==> config.mk <==
export PLATFORM = sky130hd
export DESIGN_NAME = mem_ctrl
export DESIGN_NICKNAME = d
export VERILOG_FILES = /design/src/design/fsab_mem_pkg.sv /design/src/design/mem_ctrl.sv
export SDC_FILE = /design/constraint.sdc
export NUM_CORES = 1
export LEC_CHECK = 0
export BUFFER_PORTS_ARGS = -buffer_cell sky130_fd_sc_hd__buf_2
export CORE_AREA = 4 4 83 85
export DETAILED_ROUTE_END_ITERATION = 7
export DIE_AREA = 0 0 87 89
export HOLD_SLACK_MARGIN = 0.15
export PLACE_DENSITY = 0.78
export SLEW_MARGIN = 20
export SYNTH_ARGS = -nofsm -noshare
export SYNTH_HDL_FRONTEND = slang
export SYNTH_SLANG_ARGS = --single-unit
==> constraint.sdc <==
create_clock -name clk0_tb -period 2.7 [get_ports clk0_tb]
set_input_delay 0.405 -clock clk0_tb [delete_from_list [all_inputs] [get_ports clk0_tb]]
set_output_delay 0.405 -clock clk0_tb [all_outputs]
set_load 0.1 [all_outputs]
==> src/design/fsab_mem_pkg.sv <==
package fsab_mem_pkg;

	localparam int DATA_W     = 32;	// One bus beat
	localparam int MASK_W     = 4;
	localparam int WORD_W     = 64;	// Two beats per memory word
	localparam int WMASK_W    = 8;
	localparam int ADDR_W     = 32;	// Byte address
	localparam int DID_W      = 4;
	localparam int LEN_W      = 4;
	localparam int WORD_BYTES = 8;

	// Request kind on the host bus
	typedef enum logic {
		FSAB_READ,
		FSAB_WRITE
	} fsab_mode_e;

	typedef enum logic {
		MEM_READ,
		MEM_WRITE
	} mem_cmd_e;

	// Width of a counter that must hold 0..n
	function automatic int cnt_w(input int n);
		return $clog2(n + 1);
	endfunction

	function automatic int idx_w(input int n);
		return (n > 1) ? $clog2(n) : 1;	// Index into n entries
	endfunction

endpackage

==> src/design/mem_ctrl.sv <==
`timescale 1ns/100ps

module mem_ctrl import fsab_mem_pkg::*; #(
	parameter int RESP_SLOTS = 2,
	parameter int MEM_WORDS  = 256
) (
	input  logic                       clk0_tb,
	input  logic                       rst0_tb,
	input  logic                       req_avail,
	input  fsab_mode_e                 req_mode,
	input  logic [DID_W-1:0]           req_did,
	input  logic [DID_W-1:0]           req_subdid,
	input  logic [ADDR_W-1:0]          req_addr,
	input  logic [LEN_W-1:0]           req_len,
	input  logic [WORD_W-1:0]          word_data,
	input  logic [WMASK_W-1:0]         word_mask,
	input  logic                       resp_done,
	output logic                       req_take,
	output logic                       word_take,
	output logic                       mem_en,
	output mem_cmd_e                   mem_cmd,
	output logic [idx_w(MEM_WORDS)-1:0] mem_addr,
	output logic [WORD_W-1:0]          mem_wdata,
	output logic [WMASK_W-1:0]         mem_wmask,
	output logic                       hdr_push,
	output logic [DID_W-1:0]           hdr_did,
	output logic [DID_W-1:0]           hdr_subdid,
	output logic [LEN_W-1:0]           hdr_len,
	output logic                       fsabo_credit
);
	localparam int AW  = idx_w(MEM_WORDS);
	localparam int SW  = cnt_w(RESP_SLOTS);
	localparam int WSH = $clog2(WORD_BYTES);

	typedef enum logic [1:0] {IDLE, WRITING, READING} state_e;

	state_e           state;
	logic             take_d;	// Header visible on req_* this cycle
	logic [LEN_W-1:0] words_left;
	logic [AW-1:0]    waddr;
	logic [SW-1:0]    slots;	// Free outbound response slots
	logic             last_op;

	assign last_op = (state != IDLE) && (words_left == LEN_W'(1));

	// Mode is unknown until the pop lands, so any take needs a free slot
	assign req_take  = (state == IDLE) && !take_d && req_avail && (slots != '0);
	assign word_take = (take_d && req_mode == FSAB_WRITE) || (state == WRITING && !last_op);

	assign hdr_push   = take_d && (req_mode == FSAB_READ);
	assign hdr_did    = req_did;
	assign hdr_subdid = req_subdid;
	assign hdr_len    = req_len;

	assign mem_en       = (state != IDLE);	// One operation per active cycle
	assign mem_cmd      = (state == WRITING) ? MEM_WRITE : MEM_READ;
	assign mem_addr     = waddr;
	assign mem_wdata    = word_data;
	assign mem_wmask    = word_mask;
	assign fsabo_credit = last_op;

	always_ff @(posedge clk0_tb or posedge rst0_tb) begin
		if (rst0_tb) begin
			state      <= IDLE;
			take_d     <= 1'b0;
			words_left <= '0;
			waddr      <= '0;
			slots      <= SW'(RESP_SLOTS);
		end else begin
			take_d <= req_take;
			if (take_d) begin
				state      <= (req_mode == FSAB_WRITE) ? WRITING : READING;
				words_left <= req_len >> 1;
				waddr      <= AW'((req_addr >> WSH) % MEM_WORDS);
			end else if (state != IDLE) begin
				words_left <= words_left - 1'b1;
				waddr      <= (waddr == AW'(MEM_WORDS - 1)) ? '0 : waddr + 1'b1;
				if (last_op) state <= IDLE;
			end
			if (hdr_push && !resp_done) slots <= slots - 1'b1;
			else if (resp_done && !hdr_push) slots <= slots + 1'b1;
		end
	end

endmodule

Yosys cells after proc, flatten, opt, wreduce, memory -nomap -nowiden:

Cells that the tools add are included.

* bitwise logic cells: 1
* equal/unequal tests: 3
* add/subtract/negate cells: 4
* reduce and logical (&&, ||, !) cells: 21
* mux-type cells: 12

Operator list (count)
* 8-bit 2-to-1 mux: 3
* 2-bit 2-to-1 mux: 6
* 2-bit nonzero test: 5
* 1-bit logical AND: 9
* 8-bit by 1-bit adder with 8-bit output (second input constant): 1
* 8-bit equality test (second input constant): 1
* 4-bit 2-to-1 mux: 2
* 4-bit by 1-bit equality test with 1-bit output (second input constant): 1
* 1-bit zero test: 4
* 4-bit by 1-bit subtractor with 4-bit output (second input constant): 1
* 2-bit by 1-bit adder with 2-bit output (second input constant): 1
* 2-bit by 1-bit equality test with 1-bit output (second input constant): 1
* 2-bit zero test: 1
* 2-bit AND reduction: 1
* 2-bit by 1-bit subtractor with 2-bit output (second input constant): 1
* 1-bit logical OR: 1
* 1-bit 2-to-1 mux: 1
* 1-bit inverter: 1

* logic and storage cells: 46
* output and inout port bits: 98
* bits in registers: 17
* input port bits: 121

Logic depth before layout (Yosys ltp):

Gate-level depths: netlist of the first run.

* depth after elaboration: 6
* gate-level depth with buffers: 6
* gate-level depth less buffers: 5

Worst setup path after synthesis of the first run:

OpenSTA, ideal clock, no wires.

* path type: reg-to-reg
* from: register state[0]
* to: register take_d
* library setup time: 447 ps
* data required time: 2253 ps
* period minus slack after synthesis: 4581 ps
* arrival time: 4134 ps
* slack: -1881 ps
* cell stages (with the launch flop): 4
* buffers on the path: 0
* path through: dfrtp_1 > nor2_4 > inv_2 > nor4b_1

* word-level cells in the longest chain between the ends: 4

Ends and longest elaborated chain
* start: declaration: RTL line mem_ctrl.sv:37 `state_e state;`
* start signal: assignment: RTL line mem_ctrl.sv:72 `state <= (req_mode == FSAB_WRITE) ? WRITING : READING;`
* 2-bit zero test: RTL line mem_ctrl.sv:47 `assign req_take = (state == IDLE) && !take_d && req_avail && (slots != '0);`
* 1-bit logical AND (3 in a row): RTL line mem_ctrl.sv:47
* named net req_take: RTL line mem_ctrl.sv:18 `output logic req_take,`
* end signal: assignment: RTL line mem_ctrl.sv:70 `take_d <= req_take;`
* end: declaration: RTL line mem_ctrl.sv:38 `logic take_d;`

The timed path passes the listed nets, and every way through them passes these cells.
A chain may end at the register's enable or synchronous reset.

Worst setup path in the final report of the first run:

* from: register state[0]
* to: output port req_take

* word-level cells in the longest chain between the ends: 4

Ends and longest elaborated chain (RTL line)
* 2-bit zero test: mem_ctrl.sv:47
* 1-bit logical AND (3 in a row): mem_ctrl.sv:47
* end: declaration: mem_ctrl.sv:18

No other way between the ends.

==> impl_metrics.csv, run 1 <==
group,metric,value,unit
die,floorplan.initialDensity,25.67,%
route,met3_length,312,um
pwr,peakVddDrop,0.0009321,V
route,wire_per_inst,13.78,um
die,io_pins,219,
route,top_layer_used,"met4",
cells_and_area,area_growth,-19.01,%
route,wl_met2,1.370,mm
route,first_pass_iters,4,
die,core_area,0.006205,mm2
sta,rsz0062_at_grt,"false",
cells_and_area,fill_cells,698,
route,ant_nets,0,
clocking,cts_root_buffer,"clkbuf_8",
route,via_count,913,
synthesis,yosysSeqAreaShare,26.79,%
global_route,grt_pass1_vias,869,
cells_and_area,mostFrequentLayoutCell,"buf_2",
route,drt_iter0_drc,36,
synthesis,ys_ff_latch,17,
cells_and_area,layout_common_cells,"32 x buf_2, 16 x dfrtp_1, 14 x nand2_1",
clocking,hold_buffers,0,
clocking,cts_buffer_depth,2,
cells_and_area,drive_gt1_share,35.82,%
sta,fin_setup_tns,0,ns
critical_path,start_kind,"flop",
clocking,cts_buffers,3,
synthesis,syn_inst,184,
die,die_area,0.007743,mm2
global_route,grt_max_degree,19,
flow_run,maxCapViolCount,0,
pwr,powerDensity,1655,mW/mm2
synthesis,synth_nets,309,
cells_and_area,diodes,0,
sta,finalSetupViolations,0,
critical_path,crit_type,"flop to output port",
route,drc,0,
sta,tightest_slew,0.7065,ns
synthesis,ys_warn_count,0,
cells_and_area,nNetsFinal,260,
sta,clock.fmax,439.0,MHz
placement,placed_area,0.001245,mm2
cells_and_area,fin_area,0.001290,mm2
critical_path,worstPathMaxFanout,10,
hold_path,hp-class,"input pin to asynchronous set/reset pin",
synthesis,avgSynthCellArea,8.656,um2
clocking,clk_latency,0.25,ns
status,outcome,"complete, no violations",
placement,io_buffers,32,
critical_path,cp-end-kind,"output port",
route,met1_length,1.126,mm
pwr,p_leak,0.5871,nW
clocking,clock_sinks,17,
sta,finalCritPeriodShare,84.37,%
critical_path,required,2.30,ns
clocking,ctsResizeCount,0,
global_route,grt_overflow_total,0,
clocking,cts_tree,"yes",
sta,fin_skew,0.001441,ns
clocking,path_clk_slew,0.07,ns
die,die_x,87,um
sta,fin_crit,2.278,ns
sta,timing.slew.headroom,52.85,%
placement,place_congestion,0.7635,
critical_path,arrival,1.87,ns
route,via_per_inst,4.327,
sta,hold_violations,0,
synthesis,syn-cell-area,0.001593,mm2
die,die_h,89,um
global_route,grt_pass1_wl,4.471,mm
global_route,antenna_found_initial,0,
route,wl,2.907,mm
synthesis,synth_cell_types,35,
die,rows,29,
global_route,grtUsageTotal,7.514,%
clocking,cts_setup_buffers,0,
clocking,htree_levels,1,
sta,maxSlewViolCount,0,
placement,hpwlAfterDp,2.178,mm
power breakdown:
group	total [W]	internal (W)	switching [W]	leakage, nW
clock	0.000189	0.000105	0.0000843	0.0228
combinational	0.00139	0.000343	0.00105	0.360
sequential	0.000555	0.000388	0.000167	0.205
total	0.00213	0.000836	0.00130	0.587
registers in the layout, indices dropped and copies added (netlist names):
| register | count |
|---|---|
| slots | 2 |
| mem_addr | 8 |
| take_d | 1 |
| words_left | 4 |
| state | 2 |
per-layer routing:
layer	track usage, %	vias to the layer above
li1	-	411
met1	8.408	421
met2	11.87	55
met3	3.594	26
met4	3.966	0
met5	0	-
synthesized netlist by cell type (all sizes together):
library cell,number,area (um2)
a21o,1,7.510
a21oi,4,20.02
a22o,1,8.760
a22oi,1,7.510
and3,3,28.78
buf,85,634.4
clkbuf,2,7.510
dfrtp,16,400.4
dfstp,1,26.28
ha,4,50.05
inv,7,26.27
mux2i,1,10.01
nand2,14,52.55
nand2b,1,6.260
nand3,3,15.01
nand4,2,12.51
nor2,5,26.27
nor2b,2,12.51
nor3b,1,7.510
nor4,1,6.260
nor4b,2,23.77
o211ai,1,7.510
o21ai,11,55.05
o221ai,1,15.01
o31a,1,10.01
or3,1,11.26
or4,1,7.510
xnor2,4,35.03
xor2,7,61.31
worst paths after layout:
path	end	slack [ns]	cells after the start	start
worst max-delay path	req_take	0.42	4	state[0]
worst min-delay path	mem_addr[7]	0.27	2	rst0_tb
worst max register to register	mem_addr[7]	1.11	3	take_d
worst min register to register	slots[0]	0.51	1	slots[0]
max in group asynchronous	take_d	1.98	2	rst0_tb
min in group clk0_tb	mem_addr[1]	0.37	3	req_addr[4]
cell type report:
cell class                      count  area [um2]  share of cell area, %
Timing Repair Buffer               33       167.7                  13.00
Clock buffer                        4       45.04                  3.492
Sequential cell                    17       426.7                  33.07
Multi-Input combinational cell     73       528.0                  40.93
Tap cell                           77       96.34                  7.468
Inverter                            7       26.28                  2.037
critical path, stage by stage (launching register included):
cell and delay [ns]:
dfrtp_1 0.42, nor2_4 0.30, inv_2 0.19, nor4b_4 0.24, buf_2 0.47
kinds of logic after synthesis:
| kind of cell | Yosys count | synth area share, % |
|---|---|---|
| adder cells (fa/ha/maj) | 4 | 3.142 |
| AND/OR/NAND/NOR | 36 | 13.20 |
| AO/OA/AOI/OAI | 21 | 8.248 |
| buffers and inverters | 94 | 41.95 |
| XOR/XNOR | 11 | 6.049 |
| multiplexers | 1 | 0.6285 |
| flip-flops | 17 | 26.79 |
metrics by stage:
| stage | setup slack, ns | total power [W] | utilization, % | std cells | hold slack [ns] |
|---|---|---|---|---|---|
| final | 0.4219 | 0.002135 | 20.79 | 211 | 0.2679 |
| after global routing | 0.2883 | 0.002285 | 20.79 | 211 | 0.3290 |
| after CTS | 0.3814 | 0.002164 | 20.79 | 211 | 0.2899 |
| after detailed placement | 0.6637 | 0.001962 | 20.06 | 207 | 0.5089 |
| after global placement | 0.6917 | 0.001929 | 20.06 | 207 | 0.4897 |
| after floorplan | 0.02616 | 0.002287 | - | 184 | 0.3303 |
Power figures use the tool's default switching activity.
==> inputs of run 2 (changes only) <==
--- a/config.mk
+++ b/config.mk
@@ -6,11 +6,11 @@
 export NUM_CORES = 1
 export LEC_CHECK = 0
 export BUFFER_PORTS_ARGS = -buffer_cell sky130_fd_sc_hd__buf_2
-export CORE_AREA = 4 4 83 85
+export CORE_AREA = 4 4 84 86
 export DETAILED_ROUTE_END_ITERATION = 7
-export DIE_AREA = 0 0 87 89
+export DIE_AREA = 0 0 88 90
 export HOLD_SLACK_MARGIN = 0.15
-export PLACE_DENSITY = 0.78
+export PLACE_DENSITY = 0.76
 export SLEW_MARGIN = 20
 export SYNTH_ARGS = -nofsm -noshare
 export SYNTH_HDL_FRONTEND = slang
==> constraint.sdc (replaced) <==
create_clock -name clk0_tb -period 2.33 [get_ports clk0_tb]
set_input_delay 0.3495 -clock clk0_tb [delete_from_list [all_inputs] [get_ports clk0_tb]]
set_output_delay 0.3495 -clock clk0_tb [all_outputs]
set_load 0.1 [all_outputs]
==> impl_metrics.csv, run 2 (synthesis gave the netlist of run 1 again) <==
group,metric,value,unit
sta,maxSlewViolCount,0,
status,outcome,"complete, no violations",
pwr,p_sw,0.001522,W
pwr,peakVddDrop,0.0008398,V
die,die_h,90,um
sta,finalCritPeriodShare,94.95,%
clocking,hold_buffers,0,
pwr,internal-power,0.0009843,W
pwr,p_sw_share,60.73,%
die,floorplan.initialDensity,25.37,%
route,drc,0,
placement,place_congestion,0.7624,
cells_and_area,seq_area,426.7,um2
clocking,ctsResizeCount,0,
die,core_area,0.006277,mm2
critical_path,start_kind,"flop",
clocking,htree_levels,1,
critical_path,required,1.98,ns
sta,hold_violations,0,
cells_and_area,nNetsFinal,260,
placement,hpwlAfterDp,2.377,mm
placement,dp.cells,207,
clocking,clock_sinks,17,
die,die_x,88,um
cells_and_area,largest_reg_flops,8,
sta,timing.slew.headroom,55.16,%
global_route,globalRouteMet1Util,8.013,%
pwr,powerDensity,1917,mW/mm2
sta,clock.fmax,452.0,MHz
route,wire_per_inst,14.32,um
global_route,grt_util_met3,3.291,%
pwr,p_leak,0.5900,nW
cells_and_area,layout_common_cells,"32 x buf_2, 16 x dfrtp_1, 14 x nand2_1",
route,wl,3.021,mm
sta,fin_ws,0.1176,ns
cells_and_area,multi_input_area,540.5,um2
global_route,grt_max_degree,19,
critical_path,crit_type,"flop to output port",
placement,place_ws,0.3612,ns
global_route,antenna_found_initial,0,
critical_path,r2r-end,"mem_addr[7]",
placement,io_buffers,32,
sta,tightest_slew,0.6718,ns
flow_run,maxCapViolCount,0,
cells_and_area,mostFrequentLayoutCell,"buf_2",
route,via_per_inst,4.299,
route,ant_nets,0,
sta,fin_skew,0.003119,ns
global_route,grtUsageTotal,7.766,%
cells_and_area,instances_no_fill,211,
clocking,cts_tree,"yes",
pwr,seqPwrFrac,25.7,%
die,die_area,0.007920,mm2
cells_and_area,fill_cells,696,
route,via_count,907,
cells_and_area,diodes,0,
route,drt_iter0_drc,24,
clocking,clk_latency,0.25,ns
global_route,globalRoute.busiestLayer,"met2",
clocking,cts_setup_buffers,0,
critical_path,worstPathMaxFanout,10,
clocking,path_clk_slew,0.07,ns
critical_path,rr_worst_depth,3,
global_route,grt_pass1_vias,906,
critical_path,timing.rr.start,"take_d",
die,io_pins,219,
cells_and_area,area_growth,-17.91,%
critical_path,cp-end-kind,"output port",
sta,rsz0062_at_grt,"false",
sta,fin_crit,2.212,ns
pwr,clkPwrFrac,8.7,%
clocking,cts_buffer_depth,2,
critical_path,r2r_slack,0.75,ns
sta,finalSetupViolations,0,
hold_path,hp-class,"input pin to asynchronous set/reset pin",
clocking,cts_root_buffer,"clkbuf_8",
global_route,grt_overflow_total,0,
global_route,met2_usage,11.87,%
cells_and_area,drive_gt1_share,35.82,%
pwr,pwr-share-comb,65.7,%
clocking,cts_buffers,3,
die,rows,29,
cells_and_area,finish.utilization,20.83,%
route,first_pass_iters,4,
sta,fin_hold_ws,0.1986,ns
global_route,grt_pass1_wl,4.678,mm
critical_path,arrival,1.86,ns
run 2: changes by cell type in the layout (fill, tap and decap cells not counted):
cell | previous run | this run
nor2b_4 | 0 | 1
o21ai_2 | 1 | 0
nor2b_2 | 1 | 0
inv_2 | 1 | 0
inv_6 | 0 | 1
o21ai_4 | 0 | 1
run 2: per-layer routing:
metal	vias up	wire, um
li1	414	-
met1	420	1075
met2	41	1411
met3	32	357
met4	0	176
met5	-	0
run 2: cell type report:
| class | count | area share, % |
|---|---|---|
| clock buffer | 4 | 3.445 |
| tap | 77 | 7.368 |
| multi-input combinational | 73 | 41.34 |
| inverter | 7 | 2.392 |
| sequential | 17 | 32.63 |
| timing repair buffer | 33 | 12.82 |
run 2: worst max path at each step:
stage / startpoint / endpoint / slack (ns) / cells past startpoint
finish: state[1] / req_take / 0.12 / 4
global route: state[1] / req_take / 0.007 / 4
CTS: state[1] / req_take / 0.08 / 4
detailed placement: state[1] / req_take / 0.36 / 4
global placement: state[1] / req_take / 0.40 / 4
floorplan: words_left[1] / word_take / -0.13 / 4
run 2: stage by stage:
| step | instance area (um2) | power, W | setup TNS, ns |
|---|---|---|---|
| after floorplan | 1640 | 0.002679 | -0.1348 |
| after global placement | 1262 | 0.002267 | 0 |
| after detailed placement | 1262 | 0.002304 | 0 |
| after CTS | 1308 | 0.002540 | 0 |
| after global routing | 1308 | 0.002673 | 0 |
| final | 1308 | 0.002506 | 0 |
run 2: critical path: stages, from the launching register on:
cell	delay [ns]
dfrtp_1	0.42
nor2_4	0.34
inv_6	0.11
nor4b_4	0.28
buf_2	0.47
run 2: power groups by stage:
stage	Combinational, W	Clock [W]	Sequential (W)
finish	0.00165	0.000217	0.000644
floorplan	0.00161	0	0.00107
CTS	0.00166	0.000231	0.000645
global placement	0.00163	0	0.000640
detailed placement	0.00165	0	0.000649
global route	0.00176	0.000244	0.000673
