`src/design/fsab_mem_pkg.sv`:
```
package fsab_mem_pkg;

	localparam int DATA_W     = 32;	// One bus beat
	localparam int MASK_W     = 4;
	localparam int WORD_W     = 64;	// Two beats per memory word
	localparam int WMASK_W    = 8;
	localparam int ADDR_W     = 32;	// Byte address
	localparam int DID_W      = 4;
	localparam int LEN_W      = 4;
	localparam int WORD_BYTES = 8;

	// Request kind on the host bus
	typedef enum logic {
		FSAB_READ,
		FSAB_WRITE
	} fsab_mode_e;

	typedef enum logic {
		MEM_READ,
		MEM_WRITE
	} mem_cmd_e;

	// Width of a counter that must hold 0..n
	function automatic int cnt_w(input int n);
		return $clog2(n + 1);
	endfunction

	function automatic int idx_w(input int n);
		return (n > 1) ? $clog2(n) : 1;	// Index into n entries
	endfunction

endpackage

```
`src/design/sync_fifo.sv`:
```
`timescale 1ns/100ps

module sync_fifo import fsab_mem_pkg::*; #(
	parameter int WIDTH = 8,
	parameter int DEPTH = 4
) (
	input  logic                      clk0_tb,
	input  logic                      rst0_tb,
	input  logic                      push,
	input  logic [WIDTH-1:0]          wdata,
	input  logic                      pop,
	output logic [WIDTH-1:0]          rdata,
	output logic                      empty,
	output logic [cnt_w(DEPTH)-1:0]   count
);
	localparam int PW = idx_w(DEPTH);

	logic [WIDTH-1:0] mem [DEPTH];
	logic [PW-1:0]    wptr;
	logic [PW-1:0]    rptr;

	function automatic logic [PW-1:0] bump(input logic [PW-1:0] p);
		return (p == PW'(DEPTH - 1)) ? '0 : p + 1'b1;	// Wrap at DEPTH
	endfunction

	assign empty = (count == '0);

	always_ff @(posedge clk0_tb or posedge rst0_tb) begin
		if (rst0_tb) begin
			wptr  <= '0;
			rptr  <= '0;
			count <= '0;
		end else begin
			if (push) wptr <= bump(wptr);
			if (pop) rptr <= bump(rptr);
			if (push && !pop) count <= count + 1'b1;
			else if (pop && !push) count <= count - 1'b1;
		end
	end

	always_ff @(posedge clk0_tb) begin
		if (push) mem[wptr] <= wdata;
		if (pop) rdata <= mem[rptr];	// Valid the cycle after pop
	end

endmodule

```
`src/design/fsab_inbound.sv`:
```
`timescale 1ns/100ps

module fsab_inbound import fsab_mem_pkg::*; #(
	parameter int CREDITS = 4,
	parameter int LEN_MAX = 8
) (
	input  logic               clk0_tb,
	input  logic               rst0_tb,
	input  logic               fsabo_valid,
	input  fsab_mode_e         fsabo_mode,
	input  logic [DID_W-1:0]   fsabo_did,
	input  logic [DID_W-1:0]   fsabo_subdid,
	input  logic [ADDR_W-1:0]  fsabo_addr,
	input  logic [LEN_W-1:0]   fsabo_len,
	input  logic [DATA_W-1:0]  fsabo_data,
	input  logic [MASK_W-1:0]  fsabo_mask,
	input  logic               req_take,
	input  logic               word_take,
	output logic               req_avail,
	output fsab_mode_e         req_mode,
	output logic [DID_W-1:0]   req_did,
	output logic [DID_W-1:0]   req_subdid,
	output logic [ADDR_W-1:0]  req_addr,
	output logic [LEN_W-1:0]   req_len,
	output logic [WORD_W-1:0]  word_data,
	output logic [WMASK_W-1:0] word_mask
);
	localparam int HW  = 1 + 2 * DID_W + ADDR_W + LEN_W;
	localparam int WQW = WORD_W + WMASK_W;
	localparam int QW  = cnt_w(CREDITS);

	logic [LEN_W-1:0]  beats_left;	// Data beats still due for current write
	logic              is_hdr;
	logic              wr_beat;
	logic              have_lo;
	logic              word_push;
	logic              req_done;
	logic [DATA_W-1:0] prev_data;
	logic [MASK_W-1:0] prev_mask;
	logic [HW-1:0]     hdr_rdata;
	logic [WQW-1:0]    word_rdata;
	logic [QW-1:0]     req_cnt;	// Requests fully queued

	assign is_hdr    = fsabo_valid && (beats_left == '0);
	assign wr_beat   = (is_hdr && fsabo_mode == FSAB_WRITE) ||
	                   (fsabo_valid && beats_left != '0);
	assign word_push = wr_beat && have_lo;	// Second beat of a pair
	// A read is complete with its header, a write with its last word
	assign req_done  = (is_hdr && fsabo_mode == FSAB_READ) ||
	                   (word_push && beats_left == LEN_W'(1));
	assign req_avail = (req_cnt != '0);

	sync_fifo #(.WIDTH(HW), .DEPTH(CREDITS)) i_hdr_fifo (
		.clk0_tb (clk0_tb),
		.rst0_tb (rst0_tb),
		.push    (is_hdr),
		.wdata   ({fsabo_mode, fsabo_did, fsabo_subdid, fsabo_addr, fsabo_len}),
		.pop     (req_take),
		.rdata   (hdr_rdata),
		.empty   (),
		.count   ()
	);

	sync_fifo #(.WIDTH(WQW), .DEPTH(CREDITS * LEN_MAX / 2)) i_word_fifo (
		.clk0_tb (clk0_tb),
		.rst0_tb (rst0_tb),
		.push    (word_push),
		.wdata   ({fsabo_data, prev_data, fsabo_mask, prev_mask}),	// First beat low
		.pop     (word_take),
		.rdata   (word_rdata),
		.empty   (),
		.count   ()
	);

	assign req_mode = fsab_mode_e'(hdr_rdata[HW-1]);
	assign {req_did, req_subdid, req_addr, req_len} = hdr_rdata[HW-2:0];
	assign {word_data, word_mask} = word_rdata;

	always_ff @(posedge clk0_tb or posedge rst0_tb) begin
		if (rst0_tb) begin
			beats_left <= '0;
			have_lo    <= 1'b0;
			req_cnt    <= '0;
		end else begin
			if (is_hdr && fsabo_mode == FSAB_WRITE) beats_left <= fsabo_len - 1'b1;
			else if (fsabo_valid && beats_left != '0) beats_left <= beats_left - 1'b1;
			if (wr_beat) have_lo <= !have_lo;
			if (req_done && !req_take) req_cnt <= req_cnt + 1'b1;
			else if (req_take && !req_done) req_cnt <= req_cnt - 1'b1;
		end
	end

	always_ff @(posedge clk0_tb) begin
		if (wr_beat && !have_lo) begin
			prev_data <= fsabo_data;	// Low half, waits for its partner
			prev_mask <= fsabo_mask;
		end
	end

endmodule

```
`config.mk`:
```
export PLATFORM = sky130hd
export DESIGN_NAME = fsab_inbound
export DESIGN_NICKNAME = d
export VERILOG_FILES = /design/src/design/fsab_mem_pkg.sv /design/src/design/sync_fifo.sv /design/src/design/fsab_inbound.sv
export SDC_FILE = /design/constraint.sdc
export NUM_CORES = 1
export LEC_CHECK = 0
export BUFFER_PORTS_ARGS = -buffer_cell sky130_fd_sc_hd__buf_2
export CAP_MARGIN = 5
export CORE_UTILIZATION = 40
export CTS_BUF_LIST = sky130_fd_sc_hd__clkbuf_4 sky130_fd_sc_hd__clkbuf_8 sky130_fd_sc_hd__clkbuf_16
export CTS_CLUSTER_SIZE = 20
export DETAILED_ROUTE_END_ITERATION = 10
export PLACE_DENSITY_LB_ADDON = 0.05
export SYNTH_ARGS = -nofsm -noshare
export SYNTH_HDL_FRONTEND = slang
export SYNTH_SLANG_ARGS = --single-unit
```
`constraint.sdc`:
```
create_clock -name clk0_tb -period 6.4 [get_ports clk0_tb]
set_input_delay 0.96 -clock clk0_tb [delete_from_list [all_inputs] [get_ports clk0_tb]]
set_output_delay 0.96 -clock clk0_tb [all_outputs]
set_load 0.005 [all_outputs]
```
# --- Word level (Yosys, flattened, before mapping) ---
# Memory sizes are Yosys's and may differ from the RTL's. A register that Yosys moved wholly into a read port is not among the register bits.
# Cells that the tools add are included.
op_classes:
  addsub: 8
  eq_ne: 5
  mux: 12
  bitwise: 1
  n_reduce_logical: 19
op_table:
  columns: ["operator", "count"]
  rows:
  - ["4-bit two-way mux", 4]
  - ["1-bit logical AND", 9]
  - ["4-bit by 1-bit adder with 4-bit output, second input constant", 2]
  - ["4-bit equality test, second input constant", 2]
  - ["4-bit by 1-bit subtractor with 4-bit output, second input constant", 2]
  - ["3-bit two-way mux", 2]
  - ["2-bit by 1-bit adder with 2-bit output, second input constant", 2]
  - ["2-bit equality test, second input constant", 2]
  - ["4-bit by 1-bit equality test with 1-bit output, second input constant", 1]
  - ["4-bit zero test", 1]
  - ["1-bit two-way mux", 4]
  - ["2-bit two-way mux", 2]
  - ["2-bit nonzero test", 2]
  - ["4-bit nonzero test", 1]
  - ["3-bit by 1-bit adder with 3-bit output, second input constant", 1]
  - ["1-bit zero test", 3]
  - ["3-bit nonzero test", 1]
  - ["3-bit by 1-bit subtractor with 3-bit output, second input constant", 1]
  - ["1-bit logical OR", 2]
  - ["1-bit NOT", 1]
totals:
  regBits: 56
  ramBits: 1332
  inputBits: 86
  output_inout_bits: 118
  word_cells: 56
  mem_count: 2
mem_list:
  columns: ["memory", "depth", "word_bits", "read_ports", "rd_ports_with_merged_regs", "write_ports", "line_no", "rtl"]
  rows:
  - ["i_word_fifo.mem", 16, 72, 1, 1, 1, "sync_fifo.sv:18", "logic [WIDTH-1:0] mem [DEPTH];"]
  - ["i_hdr_fifo.mem", 4, 45, 1, 1, 1, "sync_fifo.sv:18", null]

# --- Longest topological paths before layout ---
logic_depth:
  word_depth: 11
  mapped_depth: 10
  ltp_nobuf: 10

# --- Modules after synthesis ---
# Synthesis repeated with hierarchy kept, for this count alone.
unflattened:
  cells_unflattened: 2335
  area_unflattened_um2: 55898.6
modules_own_cells:
  columns: ["module", "n_inst", "cells_per_inst", "area_per_inst_um2", "seq_area_each_um2"]
  rows:
  - ["sync_fifo at i_word_fifo", 1, 1926, 45985.4, 37080.6]
  - ["sync_fifo at i_hdr_fifo", 1, 317, 8275.4, 6931.6]
  - ["fsab_inbound", 1, 92, 1637.8, 1281.2]

# --- Least setup slack after synthesis ---
# No wires, ideal clock.
synth_timing:
  kind: "input-to-reg"
  start: "in fsabo_mode"
  end: "mem i_word_fifo.mem[3][0] (netlist bit), enable pin"
  setup_time_ps: 590
  t_arrival_ps: 6412
  required_ps: 5810
  setup_slack_ps: -602
  path_stages: 4
  cell_sequence: "nor4b_1 -> nor2_1 -> nand2_1 -> nor3_1"
synth_via:
  elab_chain_cells: 5
synth_rtl:
  columns: ["item", "line_no", "rtl"]
  rows:
  - ["from (decl)", "fsab_inbound.sv:10", "input fsab_mode_e fsabo_mode,"]
  - ["1-bit logical AND", "fsab_inbound.sv:45", "assign wr_beat = (is_hdr && fsabo_mode == FSAB_WRITE) ||"]
  - ["1-bit logical OR", "fsab_inbound.sv:45", null]
  - ["1-bit logical AND", "fsab_inbound.sv:47", "assign word_push = wr_beat && have_lo;"]
  - ["1-bit two-way mux", "sync_fifo.sv:42", "if (push) mem[wptr] <= wdata;"]
  - ["1-bit two-way mux (not written as such)", "sync_fifo.sv:42", null]
  - ["to (decl)", "sync_fifo.sv:18", null]
# Every way passes these cells.

# --- Final worst setup path ---
layout_timing:
  start: "reg beats_left[0]"
  end: "mem i_word_fifo.mem[7][44] (netlist bit), enable pin"
layout_via:
  elab_chain_cells: 7
  word_cells_on_any_way: 9
  classes_between: "mux: 2; reduce/logical: 7"
layout_rtl:
  columns: ["item", "line_no", "rtl"]
  rows:
  - ["from (decl)", "fsab_inbound.sv:32", "logic [LEN_W-1:0] beats_left;"]
  - ["from (signal assigned)", "fsab_inbound.sv:85", "if (is_hdr && fsabo_mode == FSAB_WRITE) beats_left <= fsabo_len - 1'b1;"]
  - ["from (signal assigned)", "fsab_inbound.sv:86", "else if (fsabo_valid && beats_left != '0) beats_left <= beats_left - 1'b1;"]
  - ["4-bit zero test", "fsab_inbound.sv:44", "assign is_hdr = fsabo_valid && (beats_left == '0);"]
  - ["1-bit logical AND", "fsab_inbound.sv:44", null]
  - ["1-bit logical AND", "fsab_inbound.sv:45", null]
  - ["1-bit logical OR *", "fsab_inbound.sv:45", null]
  - ["1-bit logical AND *", "fsab_inbound.sv:47", null]
  - ["1-bit two-way mux *", "sync_fifo.sv:42", null]
  - ["1-bit two-way mux (not written as such) *", "sync_fifo.sv:42", null]
# Mark *: on every way between the ends. The rest lies on a longest branch, timed or not.

==> results by group <==
Run status
  • Outcome: completed

CTS
  • Insertion delay of the later-clocked pin in the worst-skew pair: 0.77 ns
  • Post-cts sizing count: 0
  • Deepest level of the CTS H-tree: 4
  • Number of buffers inserted by post-CTS setup repair: 0
  • Clock buffers created by TritonCTS: 162
  • Clock Sinks: 1505
  • Clock edge transition at the registers on the reported setup and hold paths: 0.06 ns
  • Maximum count of clock buffers along a single path: 3
  • Cell at the root of the clock tree: sky130_fd_sc_hd__clkbuf_16
  • Hold-fix buffer count after cts: 0
  • TritonCTS clock tree: yes

Critical path
  • Worst setup slack for register-to-register paths: 2.78 ns
  • Crit Path Category: reg2reg
  • CP Data Arrival Time: 4.03 ns
  • Endpoint class of the critical path: flop
  • CP Data Required Time: 6.81 ns
  • Sort of element at the start of the critical path: flop
  • Endpoint of the most critical register-to-register path: i_word_fifo.mem[7][44]
  • Worst Reg-to-Reg Cells: 8
  • CP Max Fanout: 26
  • RR Startpoint: beats_left[0]

Logic synthesis
  • Area contributors post-synth: sky130_fd_sc_hd__edfxtp_1 (81%), sky130_fd_sc_hd__mux4_2 (14%), sky130_fd_sc_hd__a22oi_1 (2.0%)
  • Fraction of post-synthesis cell area in the top cell type by area: 80.7%
  • Synthesized net count: 2390
  • Netlist cell types: 35
  • Seq cells post-synth: 1505
  • Dominant synthesized flop cell: sky130_fd_sc_hd__edfxtp_1
  • Asr flop ratio synth: 1.33%
  • Gate count of the mapped netlist: 2289
  • Commonest cells in the netlist: sky130_fd_sc_hd__edfxtp_1 (1485), sky130_fd_sc_hd__mux4_2 (333), sky130_fd_sc_hd__a22oi_1 (146)
  • Number of enable-type register cells in the synthesized netlist: 1485
  • Post-synthesis instance area: 55300 sq um
  • Syn Area/Cell: 24.1 sq um
  • Warning count from the yosys run: 0
  • Library cell occupying the most area in the post-synthesis netlist: sky130_fd_sc_hd__edfxtp_1
  • Most frequently used cell type in the post-synthesis netlist: sky130_fd_sc_hd__edfxtp_1
  • Sequential cell area fraction in the yosys report: 81.6%

Worst hold path
  • Worst hold-check path type: in2reg
  • Min-Delay Startpoint: fsabo_addr[3]
  • Worst hold path stage count: 1
  • WHS Endpoint: i_hdr_fifo.mem[3][7]

Floorplan
  • Chip Height: 374 microns
  • Placement Rows: 136
  • Horiz. Die Dim: 374 microns
  • Core region area: 137000 sq um
  • Full die area: 140000 sq um
  • Top Ports: 204
  • Starting utilization of the core area: 40.2%

Global routing
  • Wire length of the first global-routing pass: 193000 microns
  • Initial antenna violation count: 13
  • Met3 usage in global routing: 3.93%
  • Maximum number of pins on one net before global-route repair: 89
  • Number of global-route vias before repair: 26700
  • Total routing usage reported by global routing: 19.3%
  • Global Route met2 Usage: 31.2%
  • Most congested layer reported by global routing: met2
  • Met1 usage in global routing: 26.8%
  • Remaining Overflow, GRT: 0

Power
  • Leakage power total: 20.6 nW
  • Internal power: 0.0195 W
  • Worst-case vdd ir drop: 0.263 mV
  • Pwr Density: 417 nW/um^2
  • Share of power burned in registers: 47.3%
  • Switch Pwr: 0.00716 W
  • Switching fraction of total power: 26.8%
  • Total Power: 0.0267 W
  • Combinational share of power: 18.0%
  • Clock network fraction of total power: 34.6%

Timing
  • Max Freq: 0.276 GHz
  • Final Max Tran Viols: 0
  • Unrepaired setup endpoints after global routing: no
  • Remaining max-slew budget at the tightest pin: 21.5%
  • Post-Route Setup TNS: 0 ns
  • Fin crit share: 56.6%
  • Number of endpoints failing setup at the final stage: 0
  • Hold violation count in the final report: 0
  • Transition at the pin with the smallest max-transition slack: 1.18 ns
  • Post-route minimum period: 3.62 ns
  • Worst Slack Setup Final: 2.78 ns
  • Maximum clock skew at final layout: 0.0304 ns

Cells and area
  • Antenna diode count: 0
  • Layout Nets: 2703
  • Layout area overhead: 15.9%
  • Share of post-route cells with drive strength above 1: 32.2%
  • # fillers: 11200

Route
  • Number of nets with antenna violations after routing: 0
  • Wirelength per Cell: 29.2 microns
  • Number of vias in the routed layout: 24900
  • Number of design-rule violations left by the first detailed-router iteration: 2269
  • Post-Route WL: 132000 microns
  • Mean number of vias per cell: 5.51
  • Detailed-route DRC error count: 0
  • First-pass DRT Iterations: 5

Place
  • HPWL Detailed: 72200 microns
  • Number of port buffers: 203
  • Placement Setup Slack: 2.30 ns
  • Final GP Congestion: 0.733

Flow run
  • Number of max-cap violations: 0
[power groups by stage]
| stage | combinational [W] | sequential [W] | clock (W) |
|---|---|---|---|
| after floorplan | 0.00298 | 0.0126 | 0 |
| after detailed placement | 0.00495 | 0.0129 | 0 |
| after CTS | 0.00498 | 0.0127 | 0.00949 |
| after global routing | 0.00521 | 0.0128 | 0.00984 |
| final | 0.00482 | 0.0126 | 0.00925 |
| after global placement | 0.00494 | 0.0128 | 0 |
[critical path, stage by stage, from the launching register on]
cell                      delay [ns]
sky130_fd_sc_hd__dfrtp_1        0.38
sky130_fd_sc_hd__inv_1          0.07
sky130_fd_sc_hd__ha_1           0.24
sky130_fd_sc_hd__nor4b_1        0.16
sky130_fd_sc_hd__buf_4          0.17
sky130_fd_sc_hd__nor2_1         0.38
sky130_fd_sc_hd__nand2_1        0.36
sky130_fd_sc_hd__nor2_4         0.98
sky130_fd_sc_hd__buf_4          0.51
[sequential cells by signal, indices dropped and copies added (netlist names)]
name	cells
beats_left	4
have_lo	1
i_hdr_fifo.mem	180
i_hdr_fifo.rdata	45
i_hdr_fifo.rptr	2
i_hdr_fifo.wptr	2
i_word_fifo.mem	1152
i_word_fifo.rdata	72
i_word_fifo.rptr	4
i_word_fifo.wptr	4
prev_data	32
prev_mask	4
req_cnt	3
[cell type report]
| cell class | count | area [sq um] | share of cell area [%] |
|---|---|---|---|
| Sequential cell | 1505 | 45100 | 70.4 |
| Multi-Input combinational cell | 659 | 9760 | 15.2 |
| Clock buffer | 216 | 4630 | 7.24 |
| Tap cell | 1794 | 2240 | 3.50 |
| Timing Repair Buffer | 260 | 1580 | 2.47 |
| Clock inverter | 76 | 659 | 1.03 |
| Inverter | 14 | 52.6 | 0.0821 |
[metal layers]
metal	vias up	share of wire [%]
met2	636	49
met1	13700	44
met5	-	0.061
met3	199	5.0
li1	10400	-
met4	12	1.9
[kinds of logic (layout without fill, tap and decap cells)]
group | after synthesis | in the layout | synth area share (%)
flops | 1505 | 1505 | 81.6
mux | 338 | 338 | 13.7
compound gates | 164 | 164 | 2.18
simple gates | 134 | 134 | 1.02
buf+inv | 125 | 566 | 1.06
fa+ha+maj | 15 | 15 | 0.353
xor+xnor | 8 | 8 | 0.127
[through the flow]
| step | std cells | hold WS [ns] | cell area, sq um | utilization, % |
|---|---|---|---|---|
| finish | 4524 | 0.418 | 64000 | 46.6 |
| global route | 4524 | 0.375 | 64000 | 46.6 |
| CTS | 4524 | 0.350 | 64000 | 46.6 |
| detailed placement | 4232 | 0.453 | 58700 | 42.8 |
| global placement | 4232 | 0.450 | 58700 | 42.8 |
| floorplan | 2289 | 0.434 | 55300 | - |
[cells in the final DEF (no fill, tap or decap), types with 2 or more instances in the layout]
cell                        synthesis  routed
sky130_fd_sc_hd__inv_1             14      14
sky130_fd_sc_hd__nor3_4             0       4
sky130_fd_sc_hd__nor2b_4            0       2
sky130_fd_sc_hd__nor2_1            18       4
sky130_fd_sc_hd__dfrtp_1           20      16
sky130_fd_sc_hd__clkbuf_4           0      44
sky130_fd_sc_hd__buf_4             25      47
sky130_fd_sc_hd__clkinv_1           0      38
sky130_fd_sc_hd__nor2_4             0      14
sky130_fd_sc_hd__buf_12             0      11
sky130_fd_sc_hd__and2_2             0       4
sky130_fd_sc_hd__clkinv_2           0      21
sky130_fd_sc_hd__o21ai_0            8       8
sky130_fd_sc_hd__dfrtp_2            0       2
sky130_fd_sc_hd__nor3_1             8       4
sky130_fd_sc_hd__ha_1              14      14
sky130_fd_sc_hd__a22oi_1          146     146
sky130_fd_sc_hd__dfrtp_4            0       2
sky130_fd_sc_hd__nor4b_1            2       2
sky130_fd_sc_hd__inv_6              0       3
sky130_fd_sc_hd__xor2_1             4       4
sky130_fd_sc_hd__nand2b_1           2       2
sky130_fd_sc_hd__mux4_2           333     333
sky130_fd_sc_hd__nand3_1            4       4
sky130_fd_sc_hd__edfxtp_1        1485    1485
sky130_fd_sc_hd__xnor2_1            4       4
sky130_fd_sc_hd__a21oi_1            4       4
sky130_fd_sc_hd__buf_2             13     202
sky130_fd_sc_hd__mux2i_1            2       2
sky130_fd_sc_hd__a21o_1             2       2
sky130_fd_sc_hd__o41ai_1            2       2
sky130_fd_sc_hd__nand2_1           89      89
sky130_fd_sc_hd__mux2_2             3       3
sky130_fd_sc_hd__bufinv_16          0      12
sky130_fd_sc_hd__clkbuf_16          0     172
[how the worst max path moves through the flow]
| stage | from | endpoint | slack, ns |
|---|---|---|---|
| 3_5_place_dp | fsabo_mode | i_word_fifo.mem[7][46] | 2.30 |
| 4_1_cts | beats_left[0] | i_word_fifo.mem[7][44] | 2.65 |
| 6_report | beats_left[0] | i_word_fifo.mem[7][44] | 2.78 |
| 3_3_place_gp | fsabo_mode | i_word_fifo.mem[7][45] | 2.27 |
| 2_1_floorplan | fsabo_mode | i_word_fifo.mem[7][0] | 1.33 |
| 5_1_grt | beats_left[0] | i_word_fifo.mem[7][44] | 2.51 |
Note: power is estimated with default switching activity, not from simulation.
